===== src/ctrl_pkg.sv =====
// ###################################################################
// control port package
// opcodes, register types, parameter defaults and helpers
// ###################################################################
`default_nettype none

package ctrl_pkg;

    // command opcodes, first byte of every command
    localparam logic [7:0] OP_WATCHDOG_FEED = 8'h01;
    localparam logic [7:0] OP_LED_WRITE     = 8'h02;
    localparam logic [7:0] OP_SCRATCH_WRITE = 8'h03;

    // watchdog signature, sent most significant byte first
    typedef logic [31:0] watchdog_pattern_t;

    // handler registers
    typedef logic [7:0]  led_t;
    typedef logic [15:0] scratch_t;

    // top level defaults
    localparam watchdog_pattern_t WATCHDOG_SIGNATURE_DEFAULT = 32'hC0FFEE11;
    localparam int unsigned WATCHDOG_TICKS_DEFAULT = 100000; // about 2 ms at 50 MHz
    localparam int unsigned CLKS_PER_BIT_DEFAULT = 434;      // 115200 baud at 50 MHz

    // bytes needed to hold a given number of bits
    function automatic int unsigned num_bytes(input int unsigned bits);
        return (bits + 7) / 8;
    endfunction

endpackage

`default_nettype wire


===== src/control_cmd_capture.sv =====
// ###################################################################
// payload capture handler
// gathers bytes msb first and updates value on the last one
// ###################################################################
`timescale 1ns/1ps
`default_nettype none

module control_cmd_capture
    import ctrl_pkg::*;
#(
    parameter type payload_t = logic [7:0]
) (
    input  logic       clk,
    input  logic       reset,
    input  logic [7:0] data_in,
    input  logic       enable,
    output payload_t   value,
    output logic       done
);
    localparam int unsigned NUM_BYTES = num_bytes($bits(payload_t));
    localparam int unsigned CNT_W = $clog2(NUM_BYTES + 1);

    typedef logic [CNT_W-1:0] byte_count_t;

    payload_t    staging;
    payload_t    next_staging;
    byte_count_t bytes_left;
    logic        last_byte;

    assign next_staging = payload_t'({staging, data_in});
    assign last_byte = (bytes_left == byte_count_t'(1));

    // staging holds partial payloads, value only sees whole ones
    always_ff @(posedge clk) begin
        if (enable) staging <= next_staging;
    end

    always_ff @(posedge clk) begin
        if (reset) begin
            value <= '0;
            bytes_left <= byte_count_t'(NUM_BYTES);
            done <= 1'b0;
        end else begin
            done <= 1'b0;
            if (enable) begin
                if (last_byte) begin
                    value <= next_staging;
                    bytes_left <= byte_count_t'(NUM_BYTES);
                    done <= 1'b1;
                end else begin
                    bytes_left <= bytes_left - byte_count_t'(1);
                end
            end
        end
    end

endmodule

`default_nettype wire


===== src/control_cmd_decoder.sv =====
// ###################################################################
// command decoder
// latches the opcode byte and steers payload bytes to one handler
// ###################################################################
`timescale 1ns/1ps
`default_nettype none

module control_cmd_decoder
    import ctrl_pkg::*;
(
    input  logic       clk,
    input  logic       reset,
    input  logic [7:0] byte_data,
    input  logic       byte_valid,
    input  logic       wdog_done,
    input  logic       led_done,
    input  logic       scratch_done,
    output logic [7:0] payload_data,
    output logic       wdog_enable,
    output logic       led_enable,
    output logic       scratch_enable,
    output logic       cmd_error
);
    typedef enum logic {
        ST_OPCODE,
        ST_PAYLOAD
    } dec_state_t;

    typedef enum logic [1:0] {
        SEL_WDOG,
        SEL_LED,
        SEL_SCRATCH
    } handler_sel_t;

    dec_state_t   state;
    handler_sel_t sel;
    logic         in_payload;
    logic         sel_done;

    assign in_payload = (state == ST_PAYLOAD);

    // payload bytes go to every handler, only one sees an enable
    assign payload_data = byte_data;
    assign wdog_enable = byte_valid && in_payload && (sel == SEL_WDOG);
    assign led_enable = byte_valid && in_payload && (sel == SEL_LED);
    assign scratch_enable = byte_valid && in_payload && (sel == SEL_SCRATCH);

    // done of the selected handler
    always_comb begin
        case (sel)
            SEL_WDOG:    sel_done = wdog_done;
            SEL_LED:     sel_done = led_done;
            SEL_SCRATCH: sel_done = scratch_done;
            default:     sel_done = 1'b0;
        endcase
    end

    always_ff @(posedge clk) begin
        if (reset) begin
            state <= ST_OPCODE;
            sel <= SEL_WDOG;
            cmd_error <= 1'b0;
        end else begin
            cmd_error <= 1'b0;
            case (state)
                ST_OPCODE: begin
                    if (byte_valid) begin
                        case (byte_data)
                            OP_WATCHDOG_FEED: begin
                                sel <= SEL_WDOG;
                                state <= ST_PAYLOAD;
                            end
                            OP_LED_WRITE: begin
                                sel <= SEL_LED;
                                state <= ST_PAYLOAD;
                            end
                            OP_SCRATCH_WRITE: begin
                                sel <= SEL_SCRATCH;
                                state <= ST_PAYLOAD;
                            end
                            default: cmd_error <= 1'b1; // unknown, stay put
                        endcase
                    end
                end
                ST_PAYLOAD: begin
                    // handler counts its own bytes
                    if (sel_done) state <= ST_OPCODE;
                end
                default: state <= ST_OPCODE;
            endcase
        end
    end

endmodule

`default_nettype wire


===== src/control_cmd_watchdog.sv =====
// ###################################################################
// watchdog handler
// reloads on a matching signature, pulses sys_reset on expiry
// ###################################################################
`timescale 1ns/1ps
`default_nettype none

module control_cmd_watchdog
    import ctrl_pkg::*;
#(
    parameter watchdog_pattern_t WATCHDOG_SIGNATURE = WATCHDOG_SIGNATURE_DEFAULT,
    parameter int unsigned       WATCHDOG_TICKS = WATCHDOG_TICKS_DEFAULT
) (
    input  logic       clk,
    input  logic       reset,
    input  logic [7:0] data_in,
    input  logic       enable,
    output logic       sys_reset,
    output logic       done
);
    localparam int unsigned SIG_BYTES = num_bytes($bits(watchdog_pattern_t));
    localparam int unsigned TICK_W = $clog2(WATCHDOG_TICKS + 1);
    localparam int unsigned SIG_W = $clog2(SIG_BYTES + 1);

    typedef logic [TICK_W-1:0] tick_t;
    typedef logic [SIG_W-1:0]  sig_count_t;

    typedef enum logic {
        ST_SIG_CAPTURE,
        ST_DONE
    } wdog_state_t;

    wdog_state_t       state;
    watchdog_pattern_t cache;
    watchdog_pattern_t next_pattern;
    sig_count_t        sig_count;
    tick_t             tick_count;
    logic              feed_match;
    logic              expired;

    assign next_pattern = watchdog_pattern_t'({cache, data_in});
    assign feed_match = enable && (state == ST_SIG_CAPTURE) &&
                        (next_pattern == WATCHDOG_SIGNATURE);
    assign expired = (tick_count == '0);

    always_ff @(posedge clk) begin
        if (reset) begin
            state <= ST_SIG_CAPTURE;
            cache <= '0;
            sig_count <= sig_count_t'(SIG_BYTES);
            done <= 1'b0;
        end else begin
            done <= 1'b0;
            case (state)
                ST_SIG_CAPTURE: begin
                    if (enable) begin
                        cache <= next_pattern;
                        if (sig_count == sig_count_t'(1)) begin
                            state <= ST_DONE;
                            done <= 1'b1;
                        end else begin
                            sig_count <= sig_count - sig_count_t'(1);
                        end
                    end
                end
                ST_DONE: begin
                    // fresh cache for the next feed
                    cache <= '0;
                    sig_count <= sig_count_t'(SIG_BYTES);
                    state <= ST_SIG_CAPTURE;
                end
                default: state <= ST_SIG_CAPTURE;
            endcase
        end
    end

    // free-running tick counter
    always_ff @(posedge clk) begin
        if (reset) begin
            tick_count <= tick_t'(WATCHDOG_TICKS);
            sys_reset <= 1'b0;
        end else begin
            sys_reset <= expired;
            if (feed_match || expired) tick_count <= tick_t'(WATCHDOG_TICKS);
            else tick_count <= tick_count - tick_t'(1);
        end
    end

endmodule

`default_nettype wire


===== src/control_top.sv =====
// ###################################################################
// control port top level
// uart receiver, command decoder and the three command handlers
// ###################################################################
`timescale 1ns/1ps
`default_nettype none

module control_top
    import ctrl_pkg::*;
#(
    parameter int unsigned       CLKS_PER_BIT = CLKS_PER_BIT_DEFAULT,
    parameter watchdog_pattern_t WATCHDOG_SIGNATURE = WATCHDOG_SIGNATURE_DEFAULT,
    parameter int unsigned       WATCHDOG_TICKS = WATCHDOG_TICKS_DEFAULT
) (
    input  logic     clk,
    input  logic     reset,
    input  logic     rx,
    output led_t     led,
    output scratch_t scratch,
    output logic     sys_reset,
    output logic     cmd_error
);
    logic [7:0] byte_data;
    logic       byte_valid;
    logic [7:0] payload_data;
    logic       wdog_enable;
    logic       led_enable;
    logic       scratch_enable;
    logic       wdog_done;
    logic       led_done;
    logic       scratch_done;

    uart_byte_rx #(
        .CLKS_PER_BIT (CLKS_PER_BIT)
    ) i_uart_rx (
        .clk        (clk),
        .reset      (reset),
        .rx         (rx),
        .byte_data  (byte_data),
        .byte_valid (byte_valid)
    );

    control_cmd_decoder i_decoder (
        .clk            (clk),
        .reset          (reset),
        .byte_data      (byte_data),
        .byte_valid     (byte_valid),
        .wdog_done      (wdog_done),
        .led_done       (led_done),
        .scratch_done   (scratch_done),
        .payload_data   (payload_data),
        .wdog_enable    (wdog_enable),
        .led_enable     (led_enable),
        .scratch_enable (scratch_enable),
        .cmd_error      (cmd_error)
    );

    control_cmd_watchdog #(
        .WATCHDOG_SIGNATURE (WATCHDOG_SIGNATURE),
        .WATCHDOG_TICKS     (WATCHDOG_TICKS)
    ) i_watchdog (
        .clk       (clk),
        .reset     (reset),
        .data_in   (payload_data),
        .enable    (wdog_enable),
        .sys_reset (sys_reset),
        .done      (wdog_done)
    );

    control_cmd_capture #(.payload_t(led_t)) i_led_capture (
        .clk     (clk),
        .reset   (reset),
        .data_in (payload_data),
        .enable  (led_enable),
        .value   (led),
        .done    (led_done)
    );

    control_cmd_capture #(.payload_t(scratch_t)) i_scratch_capture (
        .clk     (clk),
        .reset   (reset),
        .data_in (payload_data),
        .enable  (scratch_enable),
        .value   (scratch),
        .done    (scratch_done)
    );

endmodule

`default_nettype wire


===== src/uart_byte_rx.sv =====
// ###################################################################
// uart receiver, 8N1, lsb first
// samples the rx line mid-bit and pulses byte_valid per good byte
// ###################################################################
`timescale 1ns/1ps
`default_nettype none

module uart_byte_rx #(
    parameter int unsigned CLKS_PER_BIT = 434
) (
    input  logic       clk,
    input  logic       reset,
    input  logic       rx,
    output logic [7:0] byte_data,
    output logic       byte_valid
);
    localparam int unsigned CNT_W = $clog2(CLKS_PER_BIT);
    localparam logic [CNT_W-1:0] BIT_LAST = CNT_W'(CLKS_PER_BIT - 1);
    localparam logic [CNT_W-1:0] HALF_LAST = CNT_W'(CLKS_PER_BIT / 2 - 1);

    typedef enum logic [1:0] {
        ST_IDLE,
        ST_START,
        ST_DATA,
        ST_STOP
    } rx_state_t;

    rx_state_t        state;
    logic             rx_meta;
    logic             rx_sync;
    logic [CNT_W-1:0] clk_count;
    logic [2:0]       bit_index;

    // two-flop synchronizer, idles high
    always_ff @(posedge clk) begin
        if (reset) begin
            rx_meta <= 1'b1;
            rx_sync <= 1'b1;
        end else begin
            rx_meta <= rx;
            rx_sync <= rx_meta;
        end
    end

    always_ff @(posedge clk) begin
        if (reset) begin
            state <= ST_IDLE;
            clk_count <= '0;
            bit_index <= '0;
            byte_valid <= 1'b0;
        end else begin
            byte_valid <= 1'b0;
            clk_count <= clk_count + CNT_W'(1);
            case (state)
                ST_IDLE: begin
                    clk_count <= '0;
                    bit_index <= '0;
                    if (!rx_sync) state <= ST_START;
                end
                ST_START: begin
                    if (clk_count == HALF_LAST) begin
                        clk_count <= '0;
                        state <= rx_sync ? ST_IDLE : ST_DATA; // glitch, not a start bit
                    end
                end
                ST_DATA: begin
                    if (clk_count == BIT_LAST) begin
                        clk_count <= '0;
                        byte_data <= {rx_sync, byte_data[7:1]};
                        bit_index <= bit_index + 3'd1;
                        if (bit_index == 3'd7) state <= ST_STOP;
                    end
                end
                ST_STOP: begin
                    if (clk_count == BIT_LAST) begin
                        byte_valid <= rx_sync; // low stop bit drops the byte
                        state <= ST_IDLE;
                    end
                end
                default: state <= ST_IDLE;
            endcase
        end
    end

endmodule

`default_nettype wire

===== config.mk =====
export PLATFORM = sky130hd
export DESIGN_NAME = control_top
export DESIGN_NICKNAME = d
export VERILOG_FILES = /design/src/ctrl_pkg.sv /design/src/control_cmd_capture.sv /design/src/control_cmd_decoder.sv /design/src/control_cmd_watchdog.sv /design/src/control_top.sv /design/src/uart_byte_rx.sv
export SDC_FILE = /design/constraint.sdc
export NUM_CORES = 1
export LEC_CHECK = 0
export BUFFER_PORTS_ARGS = -buffer_cell sky130_fd_sc_hd__buf_2
export CAP_MARGIN = 20
export CORE_ASPECT_RATIO = 1.75
export CORE_UTILIZATION = 38
export CTS_CLUSTER_DIAMETER = 30
export DETAILED_ROUTE_END_ITERATION = 8
export GPL_TIMING_DRIVEN = 1
export HOLD_SLACK_MARGIN = 0.12
export PLACE_DENSITY = 0.62
export SYNTH_ARGS = -nofsm -noshare
export SYNTH_HDL_FRONTEND = slang
export SYNTH_SLANG_ARGS = --single-unit

===== constraint.sdc =====
create_clock -name clk -period 5.9 [get_ports clk]
set_input_delay 0.295 -clock clk [delete_from_list [all_inputs] [get_ports clk]]
set_output_delay 0.295 -clock clk [all_outputs]
set_load 0.02 [all_outputs]

# --- After elaboration in Yosys (flattened, before gate mapping) ---
# Cells that the tools add are included.
word_totals:
  ff_bits: 113
  out_inout_bits: 26
  elab_cells: 115
classes:
  addsub: 6
  eq_ne: 21
  mux: 31
  n_bitwise: 8
  n_reduce_logical: 26
op_table:
  columns: ["op", "count"]
  rows:
  - ["24-bit case mux with 2 select lines", 1]
  - ["32-bit equality test (second input constant)", 1]
  - ["9-bit case mux with 3 select lines", 1]
  - ["24-bit two-way mux", 1]
  - ["9-bit two-way mux", 2]
  - ["17-bit zero test", 1]
  - ["17-bit by 1-bit subtractor with 17-bit output (second input constant)", 1]
  - ["8-bit by 2-bit equality test with 1-bit output (second input constant)", 2]
  - ["2-bit two-way mux", 7]
  - ["3-bit case mux with 2 select lines", 2]
  - ["2-bit by 1-bit inequality test with 1-bit output (second input constant)", 5]
  - ["9-bit by 1-bit adder with 9-bit output (second input constant)", 1]
  - ["9-bit by 8-bit equality test with 1-bit output (second input constant)", 1]
  - ["9-bit equality test (second input constant)", 1]
  - ["1-bit two-way mux", 9]
  - ["3-bit two-way mux", 3]
  - ["3-bit OR reduction", 3]
  - ["8-bit by 1-bit equality test with 1-bit output (second input constant)", 1]
  - ["1-bit inverter", 8]
  - ["2-bit case mux with 4 select lines", 1]
  - ["2-bit AND reduction", 4]
  - ["2-bit OR reduction", 4]
  - ["2-bit by 1-bit equality test with 1-bit output (second input constant)", 3]
  - ["2-bit equality test (second input constant)", 3]
  - ["17 further kinds", 26]

# --- Depth between registers and ports, before layout ---
depth:
  word_depth: 6
  depth_mapped: 8
  depth_no_buf: 6

# --- Cells and area by module ---
# Synthesis repeated with hierarchy kept, for this count alone.
unflattened:
  cells_unflattened: 438
  hier_area_um2: 4645.7
by_module_without_submodules:
  columns: ["module", "n_inst", "cells_per_inst", "area_each_um2"]
  rows:
  - ["control_cmd_watchdog", 1, 194, 1891.8]
  - ["uart_byte_rx", 1, 96, 1077.3]
  - ["control_cmd_capture (i_scratch_capture)", 1, 87, 1072.3]
  - ["control_cmd_capture (i_led_capture)", 1, 28, 312.8]
  - ["control_cmd_decoder", 1, 33, 291.5]

# --- Least setup slack after synthesis ---
# No wires, ideal clock.
synth_timing:
  kind: "flip-flop to flip-flop"
  startpoint: "register i_uart_rx.clk_count[0]"
  endpoint: "register i_uart_rx.byte_data[0] (enable)"
  arrival_ps: 1700
  t_required_ps: 5517
  path_slack_ps: 3816
  stages_incl_launch_ff: 6
  path_cell_list: "dfxtp_1 -> ha_1 -> nor4bb_1 -> clkbuf_1 -> nand3_1 -> nor3_1"
synth_via:
  elab_chain_len: 2
synth_rtl:
  columns: ["element", "line_no", "rtl"]
  rows:
  - ["start, declared", "uart_byte_rx.sv:31", "logic [CNT_W-1:0] clk_count;"]
  - ["start signal, assigned", "uart_byte_rx.sv:53", "clk_count <= clk_count + CNT_W'(1);"]
  - ["9-bit equality test", "uart_byte_rx.sv:67", "if (clk_count == BIT_LAST) begin"]
  - ["3-bit AND reduction (no line)", null, null]
  - ["end signal, assigned", "uart_byte_rx.sv:69", "byte_data <= {rx_sync, byte_data[7:1]};"]
  - ["end, declared", "uart_byte_rx.sv:14", "output logic [7:0] byte_data,"]
# Every way passes these cells.
# A chain may end at the register's enable or synchronous reset.

# --- Final worst setup path ---
layout_timing:
  startpoint: "register i_watchdog.tick_count[0]"
  endpoint: "register i_watchdog.tick_count[4]"
layout_via:
  elab_chain_len: 3
  elab_cells_between_ends: 4
  cone_classes: "1 x add/sub; 3 x reduce/logical"
layout_rtl:
  columns: ["element", "line_no", "rtl"]
  rows:
  - ["start, declared", "control_cmd_watchdog.sv:37", "tick_t tick_count;"]
  - ["start signal, assigned", "control_cmd_watchdog.sv:80", "tick_count <= tick_t'(WATCHDOG_TICKS);"]
  - ["start signal, assigned", "control_cmd_watchdog.sv:84", "if (feed_match || expired) tick_count <= tick_t'(WATCHDOG_TICKS);"]
  - ["start signal, assigned", "control_cmd_watchdog.sv:85", "else tick_count <= tick_count - tick_t'(1);"]
  - ["branches (longest 3 deep; another with 17-bit by 1-bit subtractor with 17-bit output)", null, null]
# Parallel ways; which one is timed is not known.

==> results.yml <==
status:
  status: "finished, final reports clean"
sta:
  rsz0062_at_grt: "false"
  tightest_slew_ns: 0.757
  slew_headroom: 0.492
  fmax_mhz: 478
  drv_slew: 0
  fin_crit_sh: 0.355
  fin_skew_ns: 0.0112
  tns_ns: 0
  min_period_ns: 2.09
  hold_violations: 0
  setup_viol: 0
detailed_routing:
  drc: 0
  num_vias: 3124
  route.met3.wl_um: 163
  top_layer: "met4"
  drtIter0Drc: 171
  drt-met1-wl_um: 3730
  ant_nets: 0
  vias_per_cell: 5.13
  wl_met2_um: 4390
  firstDrtPassIters: 5
  drt-total-wl_um: 8550
  routedWlPerCell_um: 14.0
synthesis:
  yosysMostFrequentCell: "dfxtp_1"
  synthesis.instances: 450
  netlist_area_sq_um: 4410
  yosys_most_used_dff: "dfxtp_1"
  yosysWarnings: 0
  ys_ff_latch: 111
  synth_top_cell_by_area: "dfxtp_1"
  ys_seq_area_frac: 0.540
  synthesis.nets: 461
  synth_common_cells: "dfxtp_1, nand2_1, a21oi_1"
  synth_top_area_share: 0.431
  synth_cell_type_count: 57
  avgSynthCellArea_sq_um: 9.80
  synth_area_leaders: "dfxtp_1, edfxtp_1, nand2_1"
  synth_edf_count: 16
  async_reset_ff_frac: 0
layout:
  fin_nets: 483
  post_route_cells_drive_above_1_share: 0.134
  syn2layout_area_growth_pct: 12.2
  antenna_cells: 0
clock_tree:
  cts_sinks: 111
  cts_hold_buffers: 1
  cts.path.max_buffers: 2
  clk_pin_slew_ns: 0.07
  postCtsResizedCells: 0
  post_cts_buffers: 0
  cts_tree: "yes"
  clock_tree.root_cell: "clkbuf_16"
  cts-htree-levels: 3
  clk_latency_ns: 0.35
  cts_buffers: 9
global_route:
  grt_pass1_vias: 3023
  grt_max_degree: 43
  grt_usage: 0.151
  antenna_found_initial: 0
  grt_pass1_wl_um: 14500
  gr-total-overflow: 0
place:
  gp_congestion: 0.745
  hpwlAfterDp_um: 5860
  port_buffers: 28
pwr:
  leakage_nw: 1.72
  p_comb_frac: 0.037
  ir_drop_mv: 0.161
  design_power_total_mw: 1.43
  internal_power_mw: 1.11
  netSwitchingFraction: 0.225
  power_frac_clock: 0.412
  seqPwrFrac: 0.551
  powerDensity_nw_per_um2: 289
  p_switching_mw: 0.322
critical_path:
  reg2reg_to: "i_watchdog.tick_count[4]"
  critPathCaptureType: "register"
  crit_fanout: 13
  startpoint_type: "register"
  crit_chain: "inv_1, ha_1, nor3b_4, nand3_4, o41ai_4, nor3_1"
  criticalPathCategory: "register to register"
  required_ns: 6.09
  r2r_slack_ns: 3.81
  cp_slowest_stage_delay_ns: 0.71
  worst_r2r_path_depth: 6
  reg2reg_from: "i_watchdog.tick_count[0]"
  crit_slowest_cell: "o41ai_4"
  arrival_ns: 2.29
hold_path:
  min_path_cells: 1
  hp-class: "register to register"
  worstHoldEndpoint: "i_uart_rx.rx_sync"
  worstHoldStart: "i_uart_rx.rx_meta"
floorplan:
  core_sq_um: 11200
  start_util: 0.393
  die_h_um: 145
  row_count: 51
  ios: 29
  die_area_sq_um: 12100
  die_x_um: 83.5
job:
  drv_cap: 0
final cells by class:
| cell class | count | area, sq um |
|---|---|---|
| Multi-Input combinational cell | 304 | 1880 |
| Timing Repair Buffer | 34 | 183 |
| Inverter | 12 | 45.0 |
| Sequential cell | 111 | 2380 |
| Tap cell | 132 | 165 |
| Fill cell | 1113 | 6280 |
| Clock inverter | 5 | 43.8 |
| Clock buffer | 11 | 253 |
worst max-delay path by stage:
stage / end / start / slack, ns / cells after the start
6_report: i_watchdog.tick_count[4] / i_watchdog.tick_count[0] / 3.81 / 6
2_1_floorplan: i_uart_rx.byte_data[0] / i_uart_rx.clk_count[0] / 3.82 / 5
3_3_place_gp: i_uart_rx.byte_data[0] / i_uart_rx.clk_count[0] / 3.18 / 4
4_1_cts: i_uart_rx.byte_data[5] / i_uart_rx.clk_count[0] / 3.00 / 4
3_5_place_dp: i_uart_rx.byte_data[1] / i_uart_rx.clk_count[0] / 3.01 / 4
5_1_grt: i_watchdog.tick_count[6] / i_watchdog.tick_count[0] / 3.56 / 6
power by group through the flow:
| stage | logic, mW | registers [mW] | clock network (mW) |
|---|---|---|---|
| final | 0.0535 | 0.789 | 0.590 |
| after global routing | 0.0597 | 0.791 | 0.632 |
| after CTS | 0.0540 | 0.789 | 0.605 |
| after detailed placement | 0.0527 | 0.806 | 0 |
| after global placement | 0.0524 | 0.806 | 0 |
| after floorplan | 0.0459 | 0.803 | 0 |
registers in the layout (all words and copies together), names as in the netlist, named ones only:
| name | cells |
|---|---|
| i_uart_rx.state | 1 |
| i_decoder.sel | 2 |
| i_uart_rx.bit_index | 3 |
| i_watchdog.sig_count | 3 |
| i_watchdog.sys_reset | 1 |
| i_led_capture.done | 1 |
| i_watchdog.cache | 24 |
| i_watchdog.tick_count | 17 |
| i_scratch_capture.done | 1 |
| i_watchdog.state | 1 |
| i_uart_rx.rx_sync | 1 |
| i_uart_rx.clk_count | 9 |
| i_led_capture.value | 8 |
| i_decoder.cmd_error | 1 |
| i_scratch_capture.bytes_left | 2 |
| i_uart_rx.byte_data | 8 |
| i_decoder.in_payload | 1 |
| i_uart_rx.byte_valid | 1 |
| i_scratch_capture.value | 16 |
| i_uart_rx.rx_meta | 1 |
| i_scratch_capture.staging | 8 |
cell families (layout without fill, tap and decap cells):
family,Yosys count,count (layout),share of synthesized area
XOR/XNOR,18,18,0.0357
buffers and inverters,35,62,0.0355
multiplexers,17,17,0.0386
AND/OR/NAND/NOR,198,198,0.240
AO/OA/AOI/OAI,63,63,0.0879
flip-flops,111,111,0.540
adder cells (fa/ha/maj),8,8,0.0227
cells in the final DEF (no fill, tap or decap), drive strengths merged, types with 2 or more instances in the layout:
cell type and count:
dfxtp 95, nand2 73, a21oi 40, nor2 38, buf 32, nor3 23, mux2i 17, edfxtp 16
inv 12, clkbuf 12, nand4 11, nand3 11, xor2 10, xnor2 8, ha 8, o21ai 7
nor4 6, nand4b 5, or3 5, clkinv 5, or2 3, nand2b 3, nor3b 3, and4b 2
nand4bb 2, a21boi 2, or4b 2, o31ai 2, nand3b 2, nor2b 2, or4 2
routing by layer:
layer	vias up	global-route usage
li1	1610	-
met1	1468	0.172
met2	30	0.267
met3	16	0.0268
met4	0	0.0839
met5	-	0
worst max-delay path, delay by kind of cell, from the launching register on:
family                     cells  cell delay (ns)
AOI/OAI and AO/OA              1             0.71
and+or+nand+nor                3             0.65
adders and majority gates      1             0.18
DFF                            1             0.34
buffers and inverters          1             0.06
through the flow:
stage,setup slack (ns),utilization,area (sq um),std cells,hold WS [ns]
3_3_place_gp,3.18,0.413,4630,590,0.393
5_1_grt,3.56,0.441,4950,609,0.424
4_1_cts,3.00,0.440,4940,607,0.411
3_5_place_dp,3.01,0.413,4630,590,0.394
2_1_floorplan,3.82,-,4410,450,0.389
6_report,3.81,0.441,4950,609,0.410
No activity file was read; power rests on OpenSTA's default activity.
